$ cat config.mk
export PLATFORM = sky130hd
export DESIGN_NAME = csr_unit
export DESIGN_NICKNAME = d
export VERILOG_FILES = /design/src/rtl/csr_pkg.sv /design/src/rtl/csr_commit.sv /design/src/rtl/csr_decode.sv /design/src/rtl/csr_file.sv /design/src/rtl/csr_timer.sv /design/src/rtl/csr_unit.sv
export SDC_FILE = /design/constraint.sdc
export NUM_CORES = 1
export LEC_CHECK = 0
export BUFFER_PORTS_ARGS = -buffer_cell sky130_fd_sc_hd__buf_2
export CAP_MARGIN = 0
export CORE_MARGIN = 2
export CORE_UTILIZATION = 41
export CTS_CLUSTER_DIAMETER = 60
export CTS_CLUSTER_SIZE = 28
export DETAILED_ROUTE_END_ITERATION = 12
export GPL_TIMING_DRIVEN = 0
export MAX_ROUTING_LAYER = met4
export PLACE_DENSITY = 0.62
export SYNTH_ARGS = -nofsm -noshare
export SYNTH_HDL_FRONTEND = slang
export SYNTH_SLANG_ARGS = --single-unit
$ cat constraint.sdc
create_clock -name clk -period 11.4 [get_ports clk]
set_clock_uncertainty 0.15 [all_clocks]
set_input_delay 2.28 -clock clk [delete_from_list [all_inputs] [get_ports clk]]
set_output_delay 2.28 -clock clk [all_outputs]
set_load 0.02 [all_outputs]
$ cat src/rtl/csr_pkg.sv
`default_nettype none

package csr_pkg;

    typedef logic [31:0] word_t;      // data word or address
    typedef logic [13:0] csr_num_t;
    typedef logic [5:0]  ecode_t;
    typedef logic [8:0]  esubcode_t;

    // CSR addresses
    localparam csr_num_t CSR_CRMD   = 14'h00;
    localparam csr_num_t CSR_PRMD   = 14'h01;
    localparam csr_num_t CSR_ECFG   = 14'h04;
    localparam csr_num_t CSR_ESTAT  = 14'h05;
    localparam csr_num_t CSR_ERA    = 14'h06;
    localparam csr_num_t CSR_BADV   = 14'h07;
    localparam csr_num_t CSR_EENTRY = 14'h0c;
    localparam csr_num_t CSR_SAVE0  = 14'h30;
    localparam csr_num_t CSR_SAVE1  = 14'h31;
    localparam csr_num_t CSR_SAVE2  = 14'h32;
    localparam csr_num_t CSR_SAVE3  = 14'h33;
    localparam csr_num_t CSR_TID    = 14'h40;
    localparam csr_num_t CSR_TCFG   = 14'h41;
    localparam csr_num_t CSR_TVAL   = 14'h42;
    localparam csr_num_t CSR_TICLR  = 14'h44;

    // field positions
    localparam int CRMD_IE_BIT       = 2;
    localparam int ESTAT_TI_BIT      = 11;   // timer interrupt status
    localparam int TCFG_EN_BIT       = 0;
    localparam int TCFG_PERIODIC_BIT = 1;
    localparam int TICLR_CLR_BIT     = 0;
    localparam logic [12:0] ECFG_LIE_MASK = 13'h1bff;  // bit 10 reserved
    localparam int EENTRY_LOW_BITS   = 6;

    // only DA set, PLV 0, IE 0
    localparam word_t CRMD_RESET_VALUE = 32'h0000_0008;

    // exception codes
    localparam ecode_t    ECODE_INT     = 6'h00;
    localparam ecode_t    ECODE_ADE     = 6'h08;
    localparam ecode_t    ECODE_ALE     = 6'h09;
    localparam ecode_t    ECODE_SYS     = 6'h0b;
    localparam ecode_t    ECODE_BRK     = 6'h0c;
    localparam ecode_t    ECODE_INE     = 6'h0d;
    localparam esubcode_t ESUBCODE_ADEF = 9'h000;

    // instruction encodings
    localparam logic [7:0]  OP_CSR     = 8'b0000_0100;
    localparam logic [16:0] OP_SYSCALL = 17'h00056;   // 0x002b0000 >> 15
    localparam logic [16:0] OP_BREAK   = 17'h00054;   // 0x002a0000 >> 15
    localparam word_t       INST_ERTN  = 32'h0648_3800;

endpackage

`default_nettype wire

$ cat src/rtl/csr_commit.sv
`default_nettype none

module csr_commit (
    input  logic               clk,
    input  logic               reset,
    input  logic               dec_valid,
    input  logic               dec_ex,
    input  csr_pkg::ecode_t    dec_ecode,
    input  csr_pkg::esubcode_t dec_esubcode,
    input  logic               dec_ertn,
    input  logic               csr_re,
    input  csr_pkg::word_t     csr_rvalue,
    input  csr_pkg::word_t     pc,
    input  csr_pkg::word_t     mem_vaddr,
    input  csr_pkg::word_t     ex_entry,
    input  csr_pkg::word_t     ertn_entry,
    output logic               wb_ex,
    output csr_pkg::ecode_t    wb_ecode,
    output csr_pkg::esubcode_t wb_esubcode,
    output csr_pkg::word_t     wb_pc,
    output csr_pkg::word_t     wb_vaddr,
    output logic               ertn_flush,
    output logic               rd_we,
    output csr_pkg::word_t     rd_value,
    output logic               redirect,
    output csr_pkg::word_t     redirect_pc
);

    // valid bits of the single commit entry
    always_ff @(posedge clk) begin
        if (reset) begin
            rd_we      <= 1'b0;
            wb_ex      <= 1'b0;
            ertn_flush <= 1'b0;
        end else begin
            rd_we      <= dec_valid && csr_re && !dec_ex;
            wb_ex      <= dec_valid && dec_ex;
            ertn_flush <= dec_valid && dec_ertn && !dec_ex;
        end
    end

    // payload, old CSR value captured before the write lands
    always_ff @(posedge clk) begin
        rd_value    <= csr_rvalue;
        wb_ecode    <= dec_ecode;
        wb_esubcode <= dec_esubcode;
        wb_pc       <= pc;
        wb_vaddr    <= mem_vaddr;
    end

    assign redirect    = wb_ex || ertn_flush;
    assign redirect_pc = wb_ex ? ex_entry : ertn_entry;

endmodule

`default_nettype wire

$ cat src/rtl/csr_decode.sv
`default_nettype none

module csr_decode (
    input  logic               clk,
    input  logic               reset,
    input  logic               inst_valid,
    input  csr_pkg::word_t     inst,
    input  csr_pkg::word_t     rj_value,
    input  csr_pkg::word_t     rkd_value,
    input  logic               fetch_adef,
    input  logic               mem_ale,
    input  logic               has_int,
    input  logic               flush,
    output csr_pkg::csr_num_t  csr_num,
    output logic               csr_re,
    output logic               csr_we,
    output csr_pkg::word_t     csr_wmask,
    output csr_pkg::word_t     csr_wvalue,
    output logic               dec_valid,
    output logic               dec_ex,
    output csr_pkg::ecode_t    dec_ecode,
    output csr_pkg::esubcode_t dec_esubcode,
    output logic               dec_ertn
);
    import csr_pkg::*;

    logic [4:0] rj;
    logic       is_csr;
    logic       is_csrrd;
    logic       is_csrwr;
    logic       is_ertn;
    logic       is_sys;
    logic       is_brk;
    logic       is_ine;

    assign rj       = inst[9:5];
    assign is_csr   = inst[31:24] == OP_CSR;
    assign is_csrrd = is_csr && rj == 5'd0;
    assign is_csrwr = is_csr && rj == 5'd1;   // any other rj is csrxchg
    assign is_ertn  = inst == INST_ERTN;
    assign is_sys   = inst[31:15] == OP_SYSCALL;
    assign is_brk   = inst[31:15] == OP_BREAK;
    assign is_ine   = !(is_csr || is_ertn || is_sys || is_brk);

    // older instruction in commit redirects, so this one is dropped
    assign dec_valid = inst_valid && !flush;
    assign dec_ex    = dec_valid && (has_int || fetch_adef || is_ine || is_sys
                                     || is_brk || mem_ale);
    assign dec_ertn  = dec_valid && is_ertn && !dec_ex;

    // INT, then ADEF, then INE/SYS/BRK, then ALE
    always_comb begin
        dec_esubcode = '0;
        if (has_int)
            dec_ecode = ECODE_INT;
        else if (fetch_adef) begin
            dec_ecode    = ECODE_ADE;
            dec_esubcode = ESUBCODE_ADEF;
        end else if (is_ine)
            dec_ecode = ECODE_INE;
        else if (is_sys)
            dec_ecode = ECODE_SYS;
        else if (is_brk)
            dec_ecode = ECODE_BRK;
        else
            dec_ecode = ECODE_ALE;
    end

    assign csr_num    = inst[23:10];
    assign csr_re     = dec_valid && is_csr && !dec_ex;
    assign csr_we     = csr_re && !is_csrrd;
    assign csr_wmask  = is_csrwr ? '1 : rj_value;   // csrxchg masks with rj
    assign csr_wvalue = rkd_value;

endmodule

`default_nettype wire

$ cat src/rtl/csr_file.sv
`default_nettype none

module csr_file (
    input  logic               clk,
    input  logic               reset,
    input  csr_pkg::csr_num_t  csr_num,
    input  logic               csr_re,
    input  logic               csr_we,
    input  csr_pkg::word_t     csr_wmask,
    input  csr_pkg::word_t     csr_wvalue,
    input  logic               wb_ex,
    input  csr_pkg::ecode_t    wb_ecode,
    input  csr_pkg::esubcode_t wb_esubcode,
    input  csr_pkg::word_t     wb_pc,
    input  csr_pkg::word_t     wb_vaddr,
    input  logic               ertn_flush,
    output csr_pkg::word_t     csr_rvalue,
    output csr_pkg::word_t     ex_entry,
    output csr_pkg::word_t     ertn_entry,
    output logic               has_int
);
    import csr_pkg::*;

    logic [1:0]  crmd_plv;
    logic        crmd_ie;
    logic [1:0]  prmd_pplv;
    logic        prmd_pie;
    logic [12:0] ecfg_lie;
    logic [1:0]  estat_is_sw;     // software interrupt bits
    logic [12:0] estat_is;
    ecode_t      estat_ecode;
    esubcode_t   estat_esubcode;
    word_t       era;
    word_t       badv;
    logic [31:EENTRY_LOW_BITS] eentry_va;
    word_t       save [4];
    word_t       tid;
    word_t       crmd_data, prmd_data, ecfg_data, estat_data, eentry_data;
    word_t       crmd_next, prmd_next, ecfg_next, estat_next, eentry_next;
    word_t       tcfg_value, tval_value;
    logic        timer_int;
    word_t       rd_mux;

    function automatic word_t merged(input word_t old);
        return (csr_wmask & csr_wvalue) | (~csr_wmask & old);
    endfunction

    assign crmd_next   = merged(crmd_data);
    assign prmd_next   = merged(prmd_data);
    assign ecfg_next   = merged(ecfg_data);
    assign estat_next  = merged(estat_data);
    assign eentry_next = merged(eentry_data);

    // exception beats ertn, both beat a software write
    always_ff @(posedge clk) begin
        if (reset) begin
            crmd_plv <= CRMD_RESET_VALUE[1:0];
            crmd_ie  <= CRMD_RESET_VALUE[CRMD_IE_BIT];
        end else if (wb_ex) begin
            crmd_plv <= 2'd0;
            crmd_ie  <= 1'b0;
        end else if (ertn_flush) begin
            crmd_plv <= prmd_pplv;
            crmd_ie  <= prmd_pie;
        end else if (csr_we && csr_num == CSR_CRMD) begin
            crmd_plv <= crmd_next[1:0];
            crmd_ie  <= crmd_next[CRMD_IE_BIT];
        end
    end

    always_ff @(posedge clk) begin
        if (wb_ex) begin
            prmd_pplv <= crmd_plv;
            prmd_pie  <= crmd_ie;
            era       <= wb_pc;
        end else begin
            if (csr_we && csr_num == CSR_PRMD) begin
                prmd_pplv <= prmd_next[1:0];
                prmd_pie  <= prmd_next[2];
            end
            if (csr_we && csr_num == CSR_ERA)
                era <= merged(era);
        end
        if (wb_ex && (wb_ecode == ECODE_ADE || wb_ecode == ECODE_ALE))
            badv <= (wb_ecode == ECODE_ADE && wb_esubcode == ESUBCODE_ADEF) ? wb_pc : wb_vaddr;
        if (csr_we && csr_num == CSR_EENTRY)
            eentry_va <= eentry_next[31:EENTRY_LOW_BITS];
        for (int i = 0; i < 4; i++) begin
            if (csr_we && csr_num == CSR_SAVE0 + csr_num_t'(i))
                save[i] <= merged(save[i]);
        end
    end

    always_ff @(posedge clk) begin
        if (reset) begin
            ecfg_lie       <= '0;
            estat_is_sw    <= '0;
            estat_ecode    <= '0;
            estat_esubcode <= '0;
            tid            <= '0;
        end else begin
            if (csr_we && csr_num == CSR_ECFG)
                ecfg_lie <= ecfg_next[12:0] & ECFG_LIE_MASK;
            if (csr_we && csr_num == CSR_ESTAT)
                estat_is_sw <= estat_next[1:0];
            if (wb_ex) begin
                estat_ecode    <= wb_ecode;
                estat_esubcode <= wb_esubcode;
            end
            if (csr_we && csr_num == CSR_TID)
                tid <= merged(tid);
        end
    end

    csr_timer u_timer (
        .clk        (clk),
        .reset      (reset),
        .tcfg_we    (csr_we && csr_num == CSR_TCFG),
        .ticlr_we   (csr_we && csr_num == CSR_TICLR),
        .wmask      (csr_wmask),
        .wvalue     (csr_wvalue),
        .tcfg_value (tcfg_value),
        .tval_value (tval_value),
        .timer_int  (timer_int)
    );

    always_comb begin
        estat_is               = '0;   // hw and ipi lines tied low
        estat_is[1:0]          = estat_is_sw;
        estat_is[ESTAT_TI_BIT] = timer_int;
    end

    assign crmd_data   = {CRMD_RESET_VALUE[31:3], crmd_ie, crmd_plv};
    assign prmd_data   = {29'd0, prmd_pie, prmd_pplv};
    assign ecfg_data   = {19'd0, ecfg_lie};
    assign estat_data  = {1'b0, estat_esubcode, estat_ecode, 3'd0, estat_is};
    assign eentry_data = {eentry_va, {EENTRY_LOW_BITS{1'b0}}};

    assign has_int    = (|(estat_is[11:0] & ecfg_lie[11:0])) && crmd_ie;
    assign ex_entry   = eentry_data;
    assign ertn_entry = era;

    always_comb begin
        case (csr_num)
            CSR_CRMD:   rd_mux = crmd_data;
            CSR_PRMD:   rd_mux = prmd_data;
            CSR_ECFG:   rd_mux = ecfg_data;
            CSR_ESTAT:  rd_mux = estat_data;
            CSR_ERA:    rd_mux = era;
            CSR_BADV:   rd_mux = badv;
            CSR_EENTRY: rd_mux = eentry_data;
            CSR_SAVE0:  rd_mux = save[0];
            CSR_SAVE1:  rd_mux = save[1];
            CSR_SAVE2:  rd_mux = save[2];
            CSR_SAVE3:  rd_mux = save[3];
            CSR_TID:    rd_mux = tid;
            CSR_TCFG:   rd_mux = tcfg_value;
            CSR_TVAL:   rd_mux = tval_value;
            default:    rd_mux = '0;    // TICLR and unknown read zero
        endcase
    end

    assign csr_rvalue = csr_re ? rd_mux : '0;

endmodule

`default_nettype wire

$ cat src/rtl/csr_timer.sv
`default_nettype none

module csr_timer (
    input  logic           clk,
    input  logic           reset,
    input  logic           tcfg_we,
    input  logic           ticlr_we,
    input  csr_pkg::word_t wmask,
    input  csr_pkg::word_t wvalue,
    output csr_pkg::word_t tcfg_value,
    output csr_pkg::word_t tval_value,
    output logic           timer_int
);
    import csr_pkg::*;

    logic        tcfg_en;
    logic        tcfg_periodic;
    logic [29:0] tcfg_initval;
    word_t       tcfg_next;
    word_t       timer_cnt;

    assign tcfg_value = {tcfg_initval, tcfg_periodic, tcfg_en};
    assign tcfg_next  = (wmask & wvalue) | (~wmask & tcfg_value);

    always_ff @(posedge clk) begin
        if (reset) begin
            tcfg_en       <= 1'b0;
            tcfg_periodic <= 1'b0;
            tcfg_initval  <= '0;
        end else if (tcfg_we) begin
            tcfg_en       <= tcfg_next[TCFG_EN_BIT];
            tcfg_periodic <= tcfg_next[TCFG_PERIODIC_BIT];
            tcfg_initval  <= tcfg_next[31:2];
        end
    end

    always_ff @(posedge clk) begin
        if (reset)
            timer_cnt <= '1;
        else if (tcfg_we && tcfg_next[TCFG_EN_BIT])
            timer_cnt <= {tcfg_next[31:2], 2'b00};   // initval times four
        else if (tcfg_en && timer_cnt != '1) begin
            if (timer_cnt == '0 && tcfg_periodic)
                timer_cnt <= {tcfg_initval, 2'b00};
            else
                timer_cnt <= timer_cnt - 32'd1;      // one-shot parks at all ones
        end
    end

    // set at zero, cleared by software through TICLR
    always_ff @(posedge clk) begin
        if (reset)
            timer_int <= 1'b0;
        else if (tcfg_en && timer_cnt == '0)
            timer_int <= 1'b1;
        else if (ticlr_we && wmask[TICLR_CLR_BIT] && wvalue[TICLR_CLR_BIT])
            timer_int <= 1'b0;
    end

    assign tval_value = timer_cnt;

endmodule

`default_nettype wire

$ cat src/rtl/csr_unit.sv
`default_nettype none

module csr_unit (
    input  logic           clk,
    input  logic           reset,
    input  logic           inst_valid,
    input  csr_pkg::word_t inst,
    input  csr_pkg::word_t pc,
    input  csr_pkg::word_t rj_value,
    input  csr_pkg::word_t rkd_value,
    input  csr_pkg::word_t mem_vaddr,
    input  logic           fetch_adef,
    input  logic           mem_ale,
    output logic           rd_we,
    output csr_pkg::word_t rd_value,
    output logic           redirect,
    output csr_pkg::word_t redirect_pc,
    output logic           has_int
);
    import csr_pkg::*;

    csr_num_t  csr_num;
    logic      csr_re, csr_we;
    word_t     csr_wmask, csr_wvalue, csr_rvalue;
    logic      dec_valid, dec_ex, dec_ertn;
    ecode_t    dec_ecode, wb_ecode;
    esubcode_t dec_esubcode, wb_esubcode;
    logic      wb_ex, ertn_flush;
    word_t     wb_pc, wb_vaddr, ex_entry, ertn_entry;

    csr_decode u_decode (
        .clk (clk), .reset (reset), .inst_valid (inst_valid), .inst (inst),
        .rj_value (rj_value), .rkd_value (rkd_value), .fetch_adef (fetch_adef),
        .mem_ale (mem_ale), .has_int (has_int), .flush (redirect),
        .csr_num (csr_num), .csr_re (csr_re), .csr_we (csr_we),
        .csr_wmask (csr_wmask), .csr_wvalue (csr_wvalue), .dec_valid (dec_valid),
        .dec_ex (dec_ex), .dec_ecode (dec_ecode), .dec_esubcode (dec_esubcode),
        .dec_ertn (dec_ertn)
    );

    csr_commit u_commit (
        .clk (clk), .reset (reset), .dec_valid (dec_valid), .dec_ex (dec_ex),
        .dec_ecode (dec_ecode), .dec_esubcode (dec_esubcode), .dec_ertn (dec_ertn),
        .csr_re (csr_re), .csr_rvalue (csr_rvalue), .pc (pc), .mem_vaddr (mem_vaddr),
        .ex_entry (ex_entry), .ertn_entry (ertn_entry), .wb_ex (wb_ex),
        .wb_ecode (wb_ecode), .wb_esubcode (wb_esubcode), .wb_pc (wb_pc),
        .wb_vaddr (wb_vaddr), .ertn_flush (ertn_flush), .rd_we (rd_we),
        .rd_value (rd_value), .redirect (redirect), .redirect_pc (redirect_pc)
    );

    csr_file u_file (
        .clk (clk), .reset (reset), .csr_num (csr_num), .csr_re (csr_re),
        .csr_we (csr_we), .csr_wmask (csr_wmask), .csr_wvalue (csr_wvalue),
        .wb_ex (wb_ex), .wb_ecode (wb_ecode), .wb_esubcode (wb_esubcode),
        .wb_pc (wb_pc), .wb_vaddr (wb_vaddr), .ertn_flush (ertn_flush),
        .csr_rvalue (csr_rvalue), .ex_entry (ex_entry), .ertn_entry (ertn_entry),
        .has_int (has_int)
    );

endmodule

`default_nettype wire

==> out/results.ini, run 1 <==
[detailed_routing]
wl_met1_mm = 34.2
first_pass_iters = 8
wire_per_inst_um = 30.9
wl_met2_mm = 39.6
vias = 18600
routed.top_layer = met4
antenna_left = 0
wl_met3_mm = 10.3
viasPerCell = 6.52
drt_wl_total_mm = 88.2
drc = 0
drtIter0Drc = 3497

[sta]
fin_ws_ns = 4.93
max_freq_mhz = 155
fin_setup_tns_ns = 0
tightest_slew_ns = 1.45
finalCritPeriodShare_pct = 56.7
hold_viol = 0
rsz0062_at_grt = false
min_period_ns = 6.47
setup_violations = 0
slew_violations = 0
slew_headroom_pct = 3.52

[logic_synthesis]
yosysWarnings = 0
ys_top_cells_by_count = 233 x nor2_1, 221 x dfxtp_1, 221 x edfxtp_1, 156 x o21ai_0, 147 x clkbuf_1
yosysSeqAreaShare_pct = 55.8
synth-edff-count = 221
synth_most_common_cell = nor2_1
synth_top_area_cell = edfxtp_1
synth_area_leaders = edfxtp_1 33%, dfxtp_1 22%, nor2_1 4.4%
synth.avg_cell_area_um2 = 10.3
syn-instance-count = 1923
synth_flop_cell = edfxtp_1
synthesis.nets = 2090
synth-async-reset-ratio_pct = 0
synth.top_cell.area_share_pct = 33.5
ys_ff_latch = 442
post_synth_num_cell_types = 74
syn_area_mm2 = 0.0198

[die]
ios = 232
die_x_um = 224
fp.dieH_um = 224
placementRows = 80
core-area_mm2 = 0.0477
die_area_mm2 = 0.0502
start_util_pct = 41.5

[finish]
fin_nets = 2366
drive_gt1_share_pct = 18.9
final_area_mm2 = 0.0233
syn2layout_area_growth_pct = 17.5
fillCellCount = 4455

[grt]
antenna_found_initial = 5
grt_pass1_wl_mm = 123
grt_pass1_vias = 17700
grt.overflow.total = 0
groute.usage.overall_pct = 35.5
grt_max_degree = 25

[worst_setup_path]
crit_family = simple AND/OR/NAND/NOR gates
end_kind = flop
rrSetupSlack_ns = 6.78
cp.depth = 8
cpMaxStageDelayCell = nor4_4
worst-path-max-fanout = 10
arrival_ns = 6.61
crit_top_cell = clkbuf_1
r2r_cells = 7
worst_ep_required_time_ns = 11.54
timing.critical_path.from = inst[24]
slowest_delay_ns = 0.85
crit_type = primary input to flop
worst_setup_path_start_kind = primary input
worstPathCellList = buf_2, nor4_4, nand3_1, nor3_1, clkbuf_1, nand2_1, clkbuf_1, nor2_1
crit_buf_inv = 3

[pwr]
ir_drop_mv = 0.117
leakage_nw = 8.12
power.density_mw_per_mm2 = 145

[clock_network]
cts-root-buf = clkbuf_16
post_cts_resize_count = 0
cts-buffers-inserted = 39
htreeDepth = 2
cts_setup_buffers = 0
cts_tree = yes
cts.path.max_buffers = 3
numClockSinks = 442
cts_hold_buf = 0
clk_pin_slew_ns = 0.08
clk-insertion-delay-late_ns = 0.60

[placed_design]
placed_cell_area_mm2 = 0.0219
routabilityCongestion = 1.00
dp_hpwl_mm = 62.9
dp_slack_ns = 4.59
port_buffers = 228

[worst_hold_path]
hold_class = flop to flop

[status]
status = completed

[job]
maxCapViolations = 0

[cell usage in the layout, fill, tap and decap left out, types with 33 or more instances in the layout]
cell	count
a21oi_1	121
a222oi_1	73
a22oi_1	33
and3_1	36
buf_2	242
clkbuf_1	150
clkbuf_16	42
dfxtp_1	221
edfxtp_1	221
mux2_2	68
nand2_1	130
nand3_1	45
nand3b_1	50
nor2_1	233
o21ai_0	156
o21bai_1	33
[logic make-up after synthesis]
logic type / Yosys count / synth area share, %
fa+ha+maj: 2 / 0.126
buf+inv: 191 / 3.82
mux: 88 / 4.93
flops: 442 / 55.8
compound gates: 541 / 18.1
xor+xnor: 4 / 0.177
simple gates: 655 / 17.1
[how the worst min path moves through the flow]
stage / slack (ns) / to / cells after the start / from
floorplan: 0.28 / u_commit.wb_ecode[3] / 1 / flop
global placement: 0.31 / flop / 2 / flop
detailed placement: 0.32 / flop / 2 / flop
CTS: 0.32 / flop / 2 / flop
global route: 0.35 / flop / 2 / flop
finish: 0.33 / flop / 2 / flop
[power breakdown]
| group | switching, mW | internal, mW | leakage [nW] |
|---|---|---|---|
| Combinational | 0.138 | 0.0674 | 3.62 |
| Clock | 0.729 | 0.735 | 0.680 |
| Sequential | 0.0114 | 1.69 | 3.81 |
[tightest hold or removal path, delay by kind of cell (launching register included)]
family / cells / cell delay [ns]
DFF: 1 / 0.31
AOI/OAI and AO/OA: 2 / 0.12
[metrics by stage]
| step | total power [mW] | util [%] | hold slack, ns | cells |
|---|---|---|---|---|
| final | 3.37 | 48.8 | 0.326 | 2852 |
| after CTS | 3.37 | 48.8 | 0.325 | 2844 |
| after global placement | 1.93 | 45.5 | 0.305 | 2766 |
| after detailed placement | 1.94 | 45.8 | 0.315 | 2773 |
| after global routing | 3.44 | 48.8 | 0.346 | 2852 |
| after floorplan | 1.83 | - | 0.279 | 1923 |
[routing by layer]
metal  GRT usage (%)  up-vias
met4            15.3        0
met2            53.6     1357
met1            46.0     9120
met3            7.76      276
met5               -        -
li1                -     7845
[layout make-up]
cell class              count  area [um^2]  area share [%]
well taps                 615          769            3.30
repair buffers            235         1220            5.22
clock inverters            24          325            1.40
clock buffers              47         1090            4.68
plain buffers             171          683            2.93
flip-flops and latches    442        11100            47.5
inverters                  20         75.1           0.322
multi-input cells        1290         8070            34.6
diodes                      8         20.0          0.0859
Note: power is estimated with default switching activity, not from simulation.
==> run 2, diff against run 1 <==
--- a/config.mk
+++ b/config.mk
@@ -5,6 +5,7 @@
 export SDC_FILE = /design/constraint.sdc
 export NUM_CORES = 1
 export LEC_CHECK = 0
+export ABC_AREA = 1
 export BUFFER_PORTS_ARGS = -buffer_cell sky130_fd_sc_hd__buf_2
 export CAP_MARGIN = 0
 export CORE_MARGIN = 2
@@ -14,7 +15,7 @@
 export DETAILED_ROUTE_END_ITERATION = 12
 export GPL_TIMING_DRIVEN = 0
 export MAX_ROUTING_LAYER = met4
-export PLACE_DENSITY = 0.62
+export PLACE_DENSITY = 0.64
 export SYNTH_ARGS = -nofsm -noshare
 export SYNTH_HDL_FRONTEND = slang
 export SYNTH_SLANG_ARGS = --single-unit
==> constraint.sdc (replaced) <==
create_clock -name clk -period 5.5 [get_ports clk]
set_clock_uncertainty 0.15 [all_clocks]
set_input_delay 1.1 -clock clk [delete_from_list [all_inputs] [get_ports clk]]
set_output_delay 1.1 -clock clk [all_outputs]
set_load 0.02 [all_outputs]
==> run 2 against run 1 <==
Core utilization down 0.54 points. Sequential share of layout area fell by 1.9 points. Final area up 4.1%. Cell count increased by 24%. Clock power up 97%. Clock-buffer cell count is 3 lower. Via count increased by 9.7%. Total power grew 100%. Synthesized cell count rose by 33%. Routed wire length rose by 0.71%.
==> out/results.ini, run 2 <==
[status]
status = completed

[worst_setup_path]
rrSetupSlack_ns = 2.08  ; -4.70 ns
worst_setup_path_start_kind = primary input
end_kind = flop
crit_type = primary input to flop
arrival_ns = 5.23  ; -1.38 ns
worst_ep_required_time_ns = 5.66  ; -5.88 ns
worst-path-max-fanout = 10  ; unchanged

[sta]
rsz0062_at_grt = false
tightest_slew_ns = 1.46  ; +0.0142 ns
hold_viol = 0  ; unchanged
finalCritPeriodShare_pct = 92.2
slew_violations = 0  ; unchanged
min_period_ns = 5.07
max_freq_mhz = 197
setup_violations = 0  ; unchanged
slew_headroom_pct = 2.21  ; -1.3 points
fin_ws_ns = 0.431  ; -4.50 ns

[detailed_routing]
viasPerCell = 5.76  ; -12%
wire_per_inst_um = 25.0  ; -19%
drc = 0  ; unchanged
first_pass_iters = 6  ; -2
drtIter0Drc = 3043  ; -13%
vias = 20400  ; +9.7%
antenna_left = 0  ; unchanged
drt_wl_total_mm = 88.8  ; +0.71%

[clock_network]
cts_hold_buf = 0  ; unchanged
cts_setup_buffers = 0  ; unchanged
post_cts_resize_count = 0  ; unchanged
clk-insertion-delay-late_ns = 0.61  ; about the same
cts-buffers-inserted = 38  ; -2.6%
numClockSinks = 442  ; unchanged
htreeDepth = 2  ; unchanged
cts_tree = yes
cts.path.max_buffers = 3  ; unchanged
cts-root-buf = clkbuf_16
clk_pin_slew_ns = 0.09  ; about the same

[placed_design]
routabilityCongestion = 1.01  ; +0.95%
dp_hpwl_mm = 66.4  ; +5.5%
placed_cell_area_mm2 = 0.0230  ; +5.0%
port_buffers = 231  ; +1.3%
dp_slack_ns = 0.231  ; -4.36 ns

[grt]
grt_pass1_vias = 19100  ; +7.7%
groute.usage.overall_pct = 33.7  ; -1.8 points
grt_max_degree = 22  ; -12%
antenna_found_initial = 7  ; +2
grt.overflow.total = 0  ; unchanged
grt_pass1_wl_mm = 126  ; +2.0%

[logic_synthesis]
synth_flop_cell = edfxtp_1
synth_top_area_cell = edfxtp_1
syn-instance-count = 2561  ; +33%
syn_area_mm2 = 0.0209  ; +5.5%
synth-edff-count = 221  ; unchanged
ys_top_cells_by_count = 448 x nand2_1, 369 x nor2_1, 345 x inv_1, 221 x dfxtp_1, 221 x edfxtp_1
synthesis.nets = 2728  ; +31%
synth-async-reset-ratio_pct = 0  ; unchanged
synth.top_cell.area_share_pct = 31.7  ; -1.7 points
yosysWarnings = 0  ; unchanged
post_synth_num_cell_types = 44  ; -41%
synth_area_leaders = edfxtp_1 32%, dfxtp_1 21%, nand2_1 8.0%
synth.avg_cell_area_um2 = 8.17  ; -21%
yosysSeqAreaShare_pct = 52.9  ; -2.9 points
synth_most_common_cell = nand2_1
ys_ff_latch = 442  ; unchanged

[die]
fp.dieH_um = 230  ; +2.6%
die_x_um = 230  ; +2.6%
die_area_mm2 = 0.0528  ; +5.4%
ios = 232  ; unchanged
start_util_pct = 41.6  ; +0.064 points
placementRows = 82  ; +2.5%
core-area_mm2 = 0.0503  ; +5.3%

[finish]
layout_commonest_cell = nand2_1
layout_common_cells = 448 x nand2_1, 369 x nor2_1, 345 x inv_1
final_area_mm2 = 0.0243  ; +4.1%
syn2layout_area_growth_pct = 16.0
fillCellCount = 5028  ; +13%
drive_gt1_share_pct = 14.6  ; -4.3 points
fin_nets = 3004  ; +27%

[job]
maxCapViolations = 0  ; unchanged

[pwr]
ir_drop_mv = 0.263  ; +130%
leakage_nw = 10.2  ; +25%
power.density_mw_per_mm2 = 282  ; +95%

[worst_hold_path]
hold_class = flop to flop

run 2: cell count changes in the layout (fill, tap and decap cells not counted), sizes merged, moves of 25 or more:
cell	before	now
inv	30	362
nand2	130	452
nand3	45	216
nor2	233	386
a222oi	73	0
clkbuf	195	133
nand3b	50	2
mux2	68	29
o22ai	3	37
or2	0	33
a22oi	33	1
and3	36	6
o211ai	5	30
run 2: final timing paths:
path	startpoint	end	cells after the start
worst min register to register	flop	u_commit.wb_ecode[3]	1
worst min-delay path	flop	u_commit.wb_ecode[3]	1
worst max register to register	flop	flop	10
worst max-delay path	inst[17]	flop	11
run 2: area by class of cell:
class,count,area (um^2),area share [%]
Sequential cell,442,11100,45.6
Multi-Input combinational cell,1640,8010,33.0
Inverter,354,1330,5.47
Timing Repair Buffer,236,1190,4.92
Clock buffer,44,1030,4.23
Tap cell,672,841,3.46
Buffer,125,528,2.18
Clock inverter,26,270,1.11
Antenna cell,7,17.5,0.0722
run 2: worst max-delay path, cell delays in order:
cell      delay, ns
buf_2          0.12
nor2_1         0.16
nand3_1        0.10
inv_1          0.09
clkbuf_1       0.59
nand3_1        0.42
inv_1          0.37
clkbuf_1       0.92
nand2_1        0.46
clkbuf_1       0.59
nor2_1         0.31
run 2: logic make-up after synthesis:
| kind of cell | Yosys count | share of synthesized area [%] |
|---|---|---|
| AO/OA/AOI/OAI | 428 | 11.7 |
| XOR/XNOR | 23 | 0.963 |
| adder cells (fa/ha/maj) | 2 | 0.120 |
| buffers and inverters | 479 | 8.88 |
| flip-flops | 442 | 52.9 |
| multiplexers | 29 | 1.56 |
| AND/OR/NAND/NOR | 1158 | 23.9 |
run 2: stage by stage:
stage               hold WS [ns]  util [%]  cells  TNS, ns  power [mW]
finish                     0.305      48.3   3546        0        6.84
global route               0.332      48.3   3545        0        6.98
CTS                        0.310      48.2   3539        0        6.81
detailed placement         0.293      45.7   3469        0        4.01
global placement           0.282      45.6   3464   -87.93        4.00
floorplan                  0.234         -   2561        0        3.79
run 2: routing by layer:
layer  global-route usage, %  routed length [um]  vias to the layer above
met3                    6.63               10900                      242
met5                       -                   0                        -
met4                    12.4                3680                        0
met2                    49.3               38000                     1405
met1                    46.3               36200                     9751
li1                        -                   -                     9013
run 2: report_power, final:
group / switching [mW] / total (mW) / internal [mW]
Clock: 1.46 / 2.88 / 1.42
Combinational: 0.310 / 0.433 / 0.123
Sequential: 0.0203 / 3.52 / 3.50
